**config.mk**
```make
export PLATFORM = sky130hd
export DESIGN_NAME = rv_core_top
export DESIGN_NICKNAME = d
export VERILOG_FILES = /design/src/rv_core_pkg.sv /design/src/register_file.sv /design/src/decode.sv /design/src/execute.sv /design/src/result.sv /design/src/rv_core_top.sv
export SDC_FILE = /design/constraint.sdc
export NUM_CORES = 2
export LEC_CHECK = 0
export BUFFER_PORTS_ARGS = -buffer_cell sky130_fd_sc_hd__buf_2
export CAP_MARGIN = 20
export CORE_UTILIZATION = 65
export CTS_BUF_LIST = sky130_fd_sc_hd__clkbuf_4
export DETAILED_ROUTE_END_ITERATION = 8
export GPL_ROUTABILITY_DRIVEN = 0
export GPL_TIMING_DRIVEN = 0
export PLACE_DENSITY = 0.82
export RECOVER_POWER = 100
export SYNTH_ARGS = -nofsm -noshare
export SYNTH_HDL_FRONTEND = slang
export SYNTH_SLANG_ARGS = --single-unit
```
**constraint.sdc**
```tcl
create_clock -name clk -period 19.9 [get_ports clk]
set_clock_uncertainty 0.1 [all_clocks]
set_input_delay 0.995 -clock clk [delete_from_list [all_inputs] [get_ports clk]]
set_output_delay 0.995 -clock clk [all_outputs]
set_load 0.1 [all_outputs]
```
**src/rv_core_pkg.sv**
```systemverilog
// RV32I core package
// Opcodes, funct3 codes, operand selects, the instruction word union
// and the words passed between the pipeline stages
`default_nettype none

package rv_core_pkg;

  typedef enum logic [6:0] {
    RV_OP       = 7'b0110011,
    RV_OP_IMM   = 7'b0010011,
    RV_LUI      = 7'b0110111,
    RV_AUIPC    = 7'b0010111,
    RV_JAL      = 7'b1101111,
    RV_JALR     = 7'b1100111,
    RV_BRANCH   = 7'b1100011,
    RV_MISC_MEM = 7'b0001111,
    RV_SYSTEM   = 7'b1110011
  } rv_opcode_t;

  typedef enum logic [2:0] {
    RV_F3_ADD_SUB = 3'b000,
    RV_F3_SLL     = 3'b001,
    RV_F3_SLT     = 3'b010,
    RV_F3_SLTU    = 3'b011,
    RV_F3_XOR     = 3'b100,
    RV_F3_SR      = 3'b101,
    RV_F3_OR      = 3'b110,
    RV_F3_AND     = 3'b111
  } alu_f3_t;

  // Branch conditions share the funct3 encoding
  localparam alu_f3_t RV_F3_BEQ  = RV_F3_ADD_SUB;
  localparam alu_f3_t RV_F3_BNE  = RV_F3_SLL;
  localparam alu_f3_t RV_F3_BLT  = RV_F3_XOR;
  localparam alu_f3_t RV_F3_BGE  = RV_F3_SR;
  localparam alu_f3_t RV_F3_BLTU = RV_F3_OR;
  localparam alu_f3_t RV_F3_BGEU = RV_F3_AND;

  typedef enum logic [1:0] {
    REG_RF = 2'd0,
    IMM    = 2'd1,
    PC     = 2'd2,
    ZERO   = 2'd3
  } op_sel_t;

  typedef struct packed {
    logic [6:0] funct7;
    logic [4:0] rs2;
    logic [4:0] rs1;
    logic [2:0] funct3;
    logic [4:0] rd;
    logic [6:0] opcode;
  } r_fmt_t;

  typedef struct packed {
    logic [11:0] imm_11_0;
    logic [4:0]  rs1;
    logic [2:0]  funct3;
    logic [4:0]  rd;
    logic [6:0]  opcode;
  } i_fmt_t;

  typedef struct packed {
    logic [6:0] imm_11_5;
    logic [4:0] rs2;
    logic [4:0] rs1;
    logic [2:0] funct3;
    logic [4:0] imm_4_0;
    logic [6:0] opcode;
  } s_fmt_t;

  typedef struct packed {
    logic       imm_12;
    logic [5:0] imm_10_5;
    logic [4:0] rs2;
    logic [4:0] rs1;
    logic [2:0] funct3;
    logic [3:0] imm_4_1;
    logic       imm_11;
    logic [6:0] opcode;
  } b_fmt_t;

  typedef struct packed {
    logic [19:0] imm_31_12;
    logic [4:0]  rd;
    logic [6:0]  opcode;
  } u_fmt_t;

  typedef struct packed {
    logic       imm_20;
    logic [9:0] imm_10_1;
    logic       imm_11;
    logic [7:0] imm_19_12;
    logic [4:0] rd;
    logic [6:0] opcode;
  } j_fmt_t;

  typedef union packed {
    r_fmt_t r;
    i_fmt_t i;
    s_fmt_t s;
    b_fmt_t b;
    u_fmt_t u;
    j_fmt_t j;
  } instr_u;

  typedef struct packed {
    logic [31:0] pc;
    logic [4:0]  rs1_addr;
    logic [4:0]  rs2_addr;
    logic [4:0]  rd_addr;
    alu_f3_t     f3;
    logic        sub_sra;
    op_sel_t     rs1_op;
    op_sel_t     rs2_op;
    logic [31:0] imm;
    logic        we_rd;
    logic        jump;
    logic        branch;
    logic        illegal;
    logic        valid;
    logic [31:0] rs1_data;
    logic [31:0] rs2_data;
  } s_id_ex_t;

  typedef struct packed {
    logic [31:0] pc;
    logic [4:0]  rd_addr;
    logic [31:0] rd_data;
    logic        we_rd;
    logic        illegal;
    logic        valid;
  } s_ex_res_t;

  typedef struct packed {
    logic [4:0]  rd_addr;
    logic [31:0] rd_data;
    logic        we_rd;
  } s_wb_t;

  typedef struct packed {
    logic [31:0] pc;
    logic [4:0]  rd_addr;
    logic [31:0] rd_data;
    logic        we_rd;
    logic        illegal;
  } s_retire_t;

endpackage

`default_nettype wire

```
**src/register_file.sv**
```systemverilog
// Integer register file
// 32 x 32 bit, two combinational reads, one write, x0 fixed at zero
`timescale 1ns/1ps
`default_nettype none

module register_file (
  input  logic        clk,
  input  logic        rst_i,
  input  logic [4:0]  rs1_addr_i,
  input  logic [4:0]  rs2_addr_i,
  input  logic [4:0]  rd_addr_i,
  input  logic [31:0] rd_data_i,
  input  logic        we_i,
  output logic [31:0] rs1_data_o,
  output logic [31:0] rs2_data_o
);
  logic [31:0] regs [32];
  logic        wr_en;

  assign wr_en = we_i & (rd_addr_i != 5'd0);

  always_ff @(posedge clk) begin
    if (rst_i) begin
      for (int i = 0; i < 32; i++) begin
        regs[i] <= 32'd0;
      end
    end else if (wr_en) begin
      regs[rd_addr_i] <= rd_data_i;
    end
  end

  // Write-through so a same-cycle write is seen by decode
  always_comb begin
    if (rs1_addr_i == 5'd0) rs1_data_o = 32'd0;
    else if (wr_en && (rd_addr_i == rs1_addr_i)) rs1_data_o = rd_data_i;
    else rs1_data_o = regs[rs1_addr_i];

    if (rs2_addr_i == 5'd0) rs2_data_o = 32'd0;
    else if (wr_en && (rd_addr_i == rs2_addr_i)) rs2_data_o = rd_data_i;
    else rs2_data_o = regs[rs2_addr_i];
  end

endmodule

`default_nettype wire

```
**src/decode.sv**
```systemverilog
// Decode stage
// Takes fetched words, tracks the pc, builds the control word
// and reads both operands from the register file
`timescale 1ns/1ps
`default_nettype none

module decode #(
  parameter logic [31:0] PC_RESET = 32'h0000_0000
) (
  input  logic                  clk,
  input  logic                  rst_i,
  input  logic                  fetch_valid_i,
  input  logic [31:0]           fetch_instr_i,
  output logic                  fetch_ready_o,
  input  logic                  jump_i,
  input  logic [31:0]           pc_jump_i,
  input  rv_core_pkg::s_wb_t    wb_i,
  input  logic                  stall_i,
  output rv_core_pkg::s_id_ex_t id_ex_o
);
  rv_core_pkg::instr_u   instr;
  rv_core_pkg::s_id_ex_t id_ex_ff;
  rv_core_pkg::s_id_ex_t next_id_ex;
  logic [31:0]           pc_ff;
  logic [31:0]           rs1_data;
  logic [31:0]           rs2_data;
  logic                  accept;

  assign instr         = fetch_instr_i;
  assign fetch_ready_o = ~stall_i;
  // Word in flight during a redirect is dropped
  assign accept        = fetch_valid_i & ~stall_i & ~jump_i;
  assign id_ex_o       = id_ex_ff;

  always_comb begin
    next_id_ex          = '0;
    next_id_ex.pc       = pc_ff;
    next_id_ex.rs1_addr = instr.r.rs1;
    next_id_ex.rs2_addr = instr.r.rs2;
    next_id_ex.rd_addr  = instr.r.rd;
    next_id_ex.rs1_data = rs1_data;
    next_id_ex.rs2_data = rs2_data;
    next_id_ex.valid    = accept;

    case (rv_core_pkg::rv_opcode_t'(instr.r.opcode))
      rv_core_pkg::RV_OP: begin
        next_id_ex.f3      = rv_core_pkg::alu_f3_t'(instr.r.funct3);
        next_id_ex.sub_sra = instr.r.funct7[5];
        next_id_ex.rs1_op  = rv_core_pkg::REG_RF;
        next_id_ex.rs2_op  = rv_core_pkg::REG_RF;
        next_id_ex.we_rd   = 1'b1;
      end
      rv_core_pkg::RV_OP_IMM: begin
        next_id_ex.f3      = rv_core_pkg::alu_f3_t'(instr.i.funct3);
        // Only srai uses bit 30 here
        next_id_ex.sub_sra = (instr.i.funct3 == 3'b101) & instr.r.funct7[5];
        next_id_ex.rs1_op  = rv_core_pkg::REG_RF;
        next_id_ex.rs2_op  = rv_core_pkg::IMM;
        next_id_ex.imm     = {{20{instr.i.imm_11_0[11]}}, instr.i.imm_11_0};
        next_id_ex.we_rd   = 1'b1;
      end
      rv_core_pkg::RV_LUI,
      rv_core_pkg::RV_AUIPC: begin
        next_id_ex.f3     = rv_core_pkg::RV_F3_ADD_SUB;
        next_id_ex.rs1_op = (instr.u.opcode == rv_core_pkg::RV_LUI) ?
                            rv_core_pkg::ZERO : rv_core_pkg::PC;
        next_id_ex.rs2_op = rv_core_pkg::IMM;
        next_id_ex.imm    = {instr.u.imm_31_12, 12'd0};
        next_id_ex.we_rd  = 1'b1;
      end
      rv_core_pkg::RV_JAL: begin
        next_id_ex.f3     = rv_core_pkg::RV_F3_ADD_SUB;
        next_id_ex.rs1_op = rv_core_pkg::PC;
        next_id_ex.rs2_op = rv_core_pkg::IMM;
        next_id_ex.imm    = {{11{instr.j.imm_20}}, instr.j.imm_20, instr.j.imm_19_12,
                             instr.j.imm_11, instr.j.imm_10_1, 1'b0};
        next_id_ex.jump   = 1'b1;
        next_id_ex.we_rd  = 1'b1;
      end
      rv_core_pkg::RV_JALR: begin
        next_id_ex.f3     = rv_core_pkg::RV_F3_ADD_SUB;
        next_id_ex.rs1_op = rv_core_pkg::REG_RF;
        next_id_ex.rs2_op = rv_core_pkg::IMM;
        next_id_ex.imm    = {{20{instr.i.imm_11_0[11]}}, instr.i.imm_11_0};
        next_id_ex.jump   = 1'b1;
        next_id_ex.we_rd  = 1'b1;
      end
      rv_core_pkg::RV_BRANCH: begin
        next_id_ex.f3     = rv_core_pkg::alu_f3_t'(instr.b.funct3);
        next_id_ex.rs1_op = rv_core_pkg::REG_RF;
        next_id_ex.rs2_op = rv_core_pkg::REG_RF;
        next_id_ex.imm    = {{19{instr.b.imm_12}}, instr.b.imm_12, instr.b.imm_11,
                             instr.b.imm_10_5, instr.b.imm_4_1, 1'b0};
        next_id_ex.branch = 1'b1;
      end
      rv_core_pkg::RV_MISC_MEM,
      rv_core_pkg::RV_SYSTEM: begin
        // Retire as no-ops
        next_id_ex.rs1_op = rv_core_pkg::ZERO;
        next_id_ex.rs2_op = rv_core_pkg::ZERO;
      end
      default: begin
        next_id_ex.rs1_op  = rv_core_pkg::ZERO;
        next_id_ex.rs2_op  = rv_core_pkg::ZERO;
        next_id_ex.illegal = 1'b1;
      end
    endcase
  end

  always_ff @(posedge clk) begin
    if (rst_i) begin
      pc_ff          <= PC_RESET;
      id_ex_ff.valid <= 1'b0;
    end else if (!stall_i) begin
      id_ex_ff <= next_id_ex;
      if (jump_i) begin
        pc_ff <= pc_jump_i;
      end else if (accept) begin
        pc_ff <= pc_ff + 32'd4;
      end
    end
  end

  register_file u_register_file (
    .clk        (clk),
    .rst_i      (rst_i),
    .rs1_addr_i (instr.r.rs1),
    .rs2_addr_i (instr.r.rs2),
    .rd_addr_i  (wb_i.rd_addr),
    .rd_data_i  (wb_i.rd_data),
    .we_i       (wb_i.we_rd),
    .rs1_data_o (rs1_data),
    .rs2_data_o (rs2_data)
  );

endmodule

`default_nettype wire

```
**src/execute.sv**
```systemverilog
// Execute stage
// Operand forwarding, ALU, branch compare and the fetch redirect
`timescale 1ns/1ps
`default_nettype none

module execute (
  input  logic                   clk,
  input  logic                   rst_i,
  input  rv_core_pkg::s_id_ex_t  id_ex_i,
  input  rv_core_pkg::s_wb_t     wb_i,
  input  logic                   stall_i,
  output logic                   jump_o,
  output logic [31:0]            pc_jump_o,
  output rv_core_pkg::s_ex_res_t ex_res_o
);
  logic [31:0] rs1_val;
  logic [31:0] rs2_val;
  logic [31:0] op_a;
  logic [31:0] op_b;
  logic [31:0] sum;
  logic [31:0] alu_out;
  logic        br_cond;
  logic        taken;

  // Result register holds the instruction one ahead
  always_comb begin
    rs1_val = id_ex_i.rs1_data;
    rs2_val = id_ex_i.rs2_data;
    if (wb_i.we_rd && (wb_i.rd_addr != 5'd0) && (wb_i.rd_addr == id_ex_i.rs1_addr)) begin
      rs1_val = wb_i.rd_data;
    end
    if (wb_i.we_rd && (wb_i.rd_addr != 5'd0) && (wb_i.rd_addr == id_ex_i.rs2_addr)) begin
      rs2_val = wb_i.rd_data;
    end
  end

  always_comb begin
    case (id_ex_i.rs1_op)
      rv_core_pkg::REG_RF: op_a = rs1_val;
      rv_core_pkg::IMM:    op_a = id_ex_i.imm;
      rv_core_pkg::PC:     op_a = id_ex_i.pc;
      default:             op_a = 32'd0;
    endcase
    case (id_ex_i.rs2_op)
      rv_core_pkg::REG_RF: op_b = rs2_val;
      rv_core_pkg::IMM:    op_b = id_ex_i.imm;
      rv_core_pkg::PC:     op_b = id_ex_i.pc;
      default:             op_b = 32'd0;
    endcase
  end

  assign sum = op_a + op_b;

  always_comb begin
    case (id_ex_i.f3)
      rv_core_pkg::RV_F3_ADD_SUB: alu_out = id_ex_i.sub_sra ? (op_a - op_b) : sum;
      rv_core_pkg::RV_F3_SLL:     alu_out = op_a << op_b[4:0];
      rv_core_pkg::RV_F3_SLT:     alu_out = {31'd0, $signed(op_a) < $signed(op_b)};
      rv_core_pkg::RV_F3_SLTU:    alu_out = {31'd0, op_a < op_b};
      rv_core_pkg::RV_F3_XOR:     alu_out = op_a ^ op_b;
      rv_core_pkg::RV_F3_SR:
        alu_out = id_ex_i.sub_sra ? 32'($signed(op_a) >>> op_b[4:0]) : (op_a >> op_b[4:0]);
      rv_core_pkg::RV_F3_OR:      alu_out = op_a | op_b;
      default:                    alu_out = op_a & op_b;
    endcase
  end

  always_comb begin
    case (id_ex_i.f3)
      rv_core_pkg::RV_F3_BEQ:  br_cond = (rs1_val == rs2_val);
      rv_core_pkg::RV_F3_BNE:  br_cond = (rs1_val != rs2_val);
      rv_core_pkg::RV_F3_BLT:  br_cond = $signed(rs1_val) < $signed(rs2_val);
      rv_core_pkg::RV_F3_BGE:  br_cond = $signed(rs1_val) >= $signed(rs2_val);
      rv_core_pkg::RV_F3_BLTU: br_cond = rs1_val < rs2_val;
      rv_core_pkg::RV_F3_BGEU: br_cond = rs1_val >= rs2_val;
      default:                 br_cond = 1'b0;
    endcase
  end

  assign taken = id_ex_i.valid & (id_ex_i.jump | (id_ex_i.branch & br_cond));

  assign jump_o    = taken & ~stall_i;
  // Bit 0 cleared for jalr targets
  assign pc_jump_o = id_ex_i.branch ? (id_ex_i.pc + id_ex_i.imm) : {sum[31:1], 1'b0};

  always_comb begin
    ex_res_o.pc      = id_ex_i.pc;
    ex_res_o.rd_addr = id_ex_i.rd_addr;
    ex_res_o.rd_data = id_ex_i.jump ? (id_ex_i.pc + 32'd4) : alu_out;
    ex_res_o.we_rd   = id_ex_i.we_rd;
    ex_res_o.illegal = id_ex_i.illegal;
    ex_res_o.valid   = id_ex_i.valid;
  end

endmodule

`default_nettype wire

```
**src/result.sv**
```systemverilog
// Result stage
// Retire register, retire port and register write-back
`timescale 1ns/1ps
`default_nettype none

module result (
  input  logic                   clk,
  input  logic                   rst_i,
  input  rv_core_pkg::s_ex_res_t ex_res_i,
  input  logic                   stall_i,
  output rv_core_pkg::s_wb_t     wb_o,
  output logic                   retire_valid_o,
  output rv_core_pkg::s_retire_t retire_o
);
  rv_core_pkg::s_ex_res_t res_ff;

  // Record held until the retire port accepts it
  always_ff @(posedge clk) begin
    if (rst_i) res_ff.valid <= 1'b0;
    else if (!stall_i) res_ff <= ex_res_i;
  end

  assign retire_valid_o = res_ff.valid;

  always_comb begin
    retire_o.pc      = res_ff.pc;
    retire_o.rd_addr = res_ff.rd_addr;
    retire_o.rd_data = res_ff.rd_data;
    retire_o.we_rd   = res_ff.we_rd;
    retire_o.illegal = res_ff.illegal;
  end

  // Write lands in the cycle the record retires
  always_comb begin
    wb_o.rd_addr = res_ff.rd_addr;
    wb_o.rd_data = res_ff.rd_data;
    wb_o.we_rd   = res_ff.valid & res_ff.we_rd & ~res_ff.illegal & ~stall_i;
  end

endmodule

`default_nettype wire

```
**src/rv_core_top.sv**
```systemverilog
// RV32I three-stage core
// Decode, execute and result stages with an external fetch port
`timescale 1ns/1ps
`default_nettype none

module rv_core_top #(
  parameter logic [31:0] PC_RESET = 32'h0000_0000
) (
  input  logic                   clk,
  input  logic                   rst_i,
  input  logic                   fetch_valid_i,
  input  logic [31:0]            fetch_instr_i,
  output logic                   fetch_ready_o,
  output logic                   jump_o,
  output logic [31:0]            pc_jump_o,
  output logic                   retire_valid_o,
  output rv_core_pkg::s_retire_t retire_o,
  input  logic                   retire_ready_i
);
  rv_core_pkg::s_id_ex_t  id_ex;
  rv_core_pkg::s_ex_res_t ex_res;
  rv_core_pkg::s_wb_t     wb;

  // Retire back-pressure freezes every stage
  wire stall = ~retire_ready_i;

  decode #(
    .PC_RESET (PC_RESET)
  ) u_decode (
    .clk           (clk),
    .rst_i         (rst_i),
    .fetch_valid_i (fetch_valid_i),
    .fetch_instr_i (fetch_instr_i),
    .fetch_ready_o (fetch_ready_o),
    .jump_i        (jump_o),
    .pc_jump_i     (pc_jump_o),
    .wb_i          (wb),
    .stall_i       (stall),
    .id_ex_o       (id_ex)
  );

  execute u_execute (
    .clk       (clk),
    .rst_i     (rst_i),
    .id_ex_i   (id_ex),
    .wb_i      (wb),
    .stall_i   (stall),
    .jump_o    (jump_o),
    .pc_jump_o (pc_jump_o),
    .ex_res_o  (ex_res)
  );

  result u_result (
    .clk            (clk),
    .rst_i          (rst_i),
    .ex_res_i       (ex_res),
    .stall_i        (stall),
    .wb_o           (wb),
    .retire_valid_o (retire_valid_o),
    .retire_o       (retire_o)
  );

endmodule

`default_nettype wire

```
==> out/metrics.cfg, run 1 <==
[outcome]
status = aborted with a tool error
haltStage = 5_1_grt
error = [ERROR GRT-0232] Routing congestion too high. Check the congestion heatmap in the GUI.

[synth]
yosys.area.top_type = edfxtp_1
syn-cell-area_um2 = 78100
synth_top_area_frac = 0.481
syn_inst = 6233
synth_xor_area_frac = 0.0173
synthSimpleGateAreaFrac = 0.134
synth_top_family_by_area = multiplexers
ys_ff_latch = 1284
synth_edf_count = 1250
synth_seq_area_share = 0.490
muxShareOfSynthArea = 0.199
synth_compound_area_frac = 0.0994
yosys.area_share.adder = 0.0267
ys.flop_type = edfxtp_1
synth_cell_types = 85
synth_area_leaders = edfxtp_1, mux4_2, and2_1, mux2i_1, ha_1
async_flop_share = 0
syn_avg_cell_area_um2 = 12.5
ys_warn_count = 0

[floorplanning]
rows = 126
start_util = 0.658
ios = 142
die_x_um = 349
die_h_um = 349

[clocking]
cts_resized = 0
cts_made_buffers = 344
cts-root-buf = clkbuf_4
postCtsSetupBuffers = 0
clock_path_buffers = 4
htreeDepth = 5
cts_sinks = 1284

[global_routing]
grt_max_degree = 38
grt.overflow.total = 49
track_usage = 0.637

[place]
post-dp-hpwl_um = 246000
place_area_um2 = 82900
place.port_buffers = 138

-- cell families after synthesis --
family | Yosys count
AOI/OAI and AO/OA | 1151
and+or+nand+nor | 1909
other | 1
DFF | 1284
xor gates and xnor gates | 154
muxes | 874
buffers and inverters | 695
adders and majority gates | 165
-- routing by layer --
layer  global-route usage  overflow
met1                0.647         1
met2                0.783        27
met3                0.501         0
met4                0.603        21
met5                0.263         0
-- metrics by stage --
stage               std cells  hold slack, ps  setup WS [ps]
floorplan                6264             300           7900
detailed placement       8102             305          10230
CTS                      8704            89.6           9380
global placement         8002             304           3660
-- Yosys cell counts, types with 63 or more instances --
cell / number
a211oi_1: 159
a21o_1: 102
a21oi_1: 276
and2_1: 1012
buf_1: 84
clkbuf_1: 468
edfxtp_1: 1250
ha_1: 162
inv_1: 117
mux2_2: 66
mux2i_1: 265
mux4_2: 533
nand2_1: 253
nor2_1: 330
o21ai_0: 168
o22ai_1: 63
xnor2_1: 89
xor2_1: 65
-- what timing repair did --
action / in CTS
hold buffers: 34
endpoints found under the setup margin: 0
endpoints found under the hold margin: 43
==> run 2, diff against run 1 <==
--- a/config.mk
+++ b/config.mk
@@ -7,12 +7,11 @@
 export LEC_CHECK = 0
 export BUFFER_PORTS_ARGS = -buffer_cell sky130_fd_sc_hd__buf_2
 export CAP_MARGIN = 20
-export CORE_UTILIZATION = 65
-export CTS_BUF_LIST = sky130_fd_sc_hd__clkbuf_4
+export CORE_UTILIZATION = 40
 export DETAILED_ROUTE_END_ITERATION = 8
 export GPL_ROUTABILITY_DRIVEN = 0
 export GPL_TIMING_DRIVEN = 0
-export PLACE_DENSITY = 0.82
+export PLACE_DENSITY_LB_ADDON = 0.15
 export RECOVER_POWER = 100
 export SYNTH_ARGS = -nofsm -noshare
 export SYNTH_HDL_FRONTEND = slang
==> out/metrics.cfg, run 2 <==
[finish]
final_common_cell = edfxtp_1
mostFrequentLayoutCells = edfxtp_1, clkbuf_1, and2_1
top_register = u_decode.u_register_file.regs
fillers = 17700
nets = 6913
design_area_um2 = 88400
largest_register_ffs = 1024
area_delta_synth_final_pct = 13.2
final_util = 0.458
drive_gt1_frac = 0.146

[synth]
synthTopCellsByCount = edfxtp_1, and2_1, mux4_2, clkbuf_1, nor2_1
synth_compound_area_frac = 0.0994  ; unchanged
synth_top_family_by_area = multiplexers
async_flop_share = 0  ; unchanged
synth_area_leaders = edfxtp_1, mux4_2, and2_1, mux2i_1, ha_1
muxShareOfSynthArea = 0.199  ; unchanged
synth_edf_count = 1250  ; unchanged
yosys.area.top_type = edfxtp_1
syn-cell-area_um2 = 78100  ; unchanged
ys_ff_latch = 1284  ; unchanged
synth_top_area_frac = 0.481  ; unchanged
ys.flop_type = edfxtp_1
syn_inst = 6233  ; unchanged
synth_seq_area_share = 0.490  ; unchanged
yosysMostFrequentCell = edfxtp_1
synth_xor_area_frac = 0.0173  ; unchanged
yosys.area_share.adder = 0.0267  ; unchanged
synthSimpleGateAreaFrac = 0.134  ; unchanged
ys_warn_count = 0  ; unchanged
synth_cell_types = 85  ; unchanged
syn_avg_cell_area_um2 = 12.5  ; unchanged

[floorplanning]
ios = 142  ; unchanged
start_util = 0.404  ; -0.254
die_x_um = 444  ; +27%
die_h_um = 444  ; +27%
rows = 161  ; +28%
die-area_um2 = 197000
core_um2 = 193000

[clocking]
cts_tree = built
path_clk_slew_ps = 60
cts_hold_buf = 0  ; -100%
cts-root-buf = clkbuf_16
cts_sinks = 1284  ; unchanged
clock_path_buffers = 3  ; -1
cts_resized = 0  ; unchanged
postCtsSetupBuffers = 0  ; unchanged
cts_made_buffers = 146  ; -58%
clkLatencyLatePin_ps = 820
htreeDepth = 4  ; -1

[setup_path]
critPathLaunch = u_result.retire_o[35]
path_max_fanout = 11
critPathLaunchType = flop
crit_path_end_kind = primary output
path_common_cell = clkbuf_1
crit_chain = clkbuf_1, nor2_1, a211o_1, or2_2, clkbuf_1, mux2_1, a21o_1, clkbuf_1, clkbuf_1, clkbuf_1, clkbuf_1, clkbuf_1, ha_1, nor2b_1, o21ai_0, and3_1, o31ai_1, a31o_1, o41ai_1, clkbuf_1, o21ai_0, xor2_1, mux2i_1, clkbuf_1
crit_required_ps = 18810
critical_path_class = reg2out
cpPeakStageDelay_ps = 880
cp.arrival_ps = 11890
r2r_slack_ps = 8680
cp_slowest_cell = xor2_1
crit-reg2reg-launch = u_result.retire_o[35]

[job]
cap_viol_max_count = 60

[timing]
rsz0062_at_grt = no
finalSetupViolCount = 0
timing.setup.tns_ps = 0
holdWs_ps = 299
max_freq_ghz = 0.0770
tightest_slew_ps = 3490
period_share = 0.653
finalHoldViolCount = 0
finalMaxSlewViolations = 1085
min_period_ps = 12990
max_slew_margin = -1.35

[outcome]
violations = DRC, capacitance limit, slew limit
status = finished, violations left

[drt]
routed_wl_um = 369000
wl_per_cell_um = 39.4
drc = 66
drt_first_pass_iters = 9
ant_nets = 0
maxUsedRoutingLayer = met5
viasPerCell = 6.64
drt_iter0_drc = 9908
wl_met3_um = 40800
dr_total_vias = 62200
m1WireLength_um = 127000
met2_wirelength_um = 158000

[place]
place.port_buffers = 138  ; unchanged
place_area_um2 = 85200  ; +2.7%
post-dp-hpwl_um = 284000  ; +15%

[global_routing]
grt.overflow.total = 0
grt_pass1_wl_um = 493000
track_usage = 0.368
antenna_found_initial = 19
grt_max_degree = 37
grt_pass1_vias = 59300

[pwr]
power_density_nw_per_um2 = 86.2
leakage_uw = 0.0317
ir_worst_vdd_mv = 0.0868

[hold_path]
min_path_type = in2reg
hold_start = fetch_instr_i[17]

run 2: cell counts after synthesis:
No cell type changed its count.
run 2: area by class of cell:
class                           instances  area (um^2)  share of cell area
Sequential cell                      1284        38200               0.432
Clock buffer                          191         3920              0.0443
Tap cell                             2526         3160              0.0358
Antenna cell                           13         32.5            0.000368
Multi-Input combinational cell       4285        37300               0.422
Timing Repair Buffer                  300         2480              0.0281
Buffer                                572         2220              0.0251
Inverter                              123          462             0.00522
Clock inverter                         70          608             0.00688
run 2: power by group:
part	switching, uW	internal [uW]
Clock	1180	1470
Combinational	1280	510
Sequential	96.4	3080
run 2: per-layer routing:
layer | up-vias | GRT usage
li1 | 24700 | -
met1 | 31100 | 0.435
met2 | 4918 | 0.545
met3 | 1421 | 0.0938
met4 | 8 | 0.348
met5 | - | 0.00855
run 2: final timing paths:
check | end | cells after the start
worst min register to register | u_result.retire_o[38] | 0
worst max-delay path | pc_jump_o[31] | 24
worst min-delay path | u_decode.id_ex_o[121] | 1
worst max register to register | u_result.retire_o[33] | 25
run 2: stage by stage:
stage	instances	total power [uW]	setup WS, ps
finish	9364	7620	6910
global placement	8928	4910	2920
detailed placement	9078	4960	9730
floorplan	6264	4210	7900
global route	9353	7730	7050
CTS	9339	7560	9410
run 2: critical path: cells and delay by family (launching register included):
| family | cells | cell delay (ps) |
|---|---|---|
| flip-flops | 1 | 360 |
| adder cells (fa/ha/maj) | 1 | 380 |
| buffers and inverters | 9 | 4840 |
| XOR/XNOR | 1 | 880 |
| AO/OA/AOI/OAI | 7 | 2880 |
| multiplexers | 2 | 750 |
| AND/OR/NAND/NOR | 4 | 980 |
run 2: logic make-up after synthesis:
logic type               count (synthesis)
multiplexers                           874
other                                    1
buffers and inverters                  695
flip-flops                            1284
AND/OR/NAND/NOR                       1909
adder cells (fa/ha/maj)                165
XOR/XNOR                               154
AO/OA/AOI/OAI                         1151
Note: power is estimated with default switching activity, not from simulation.
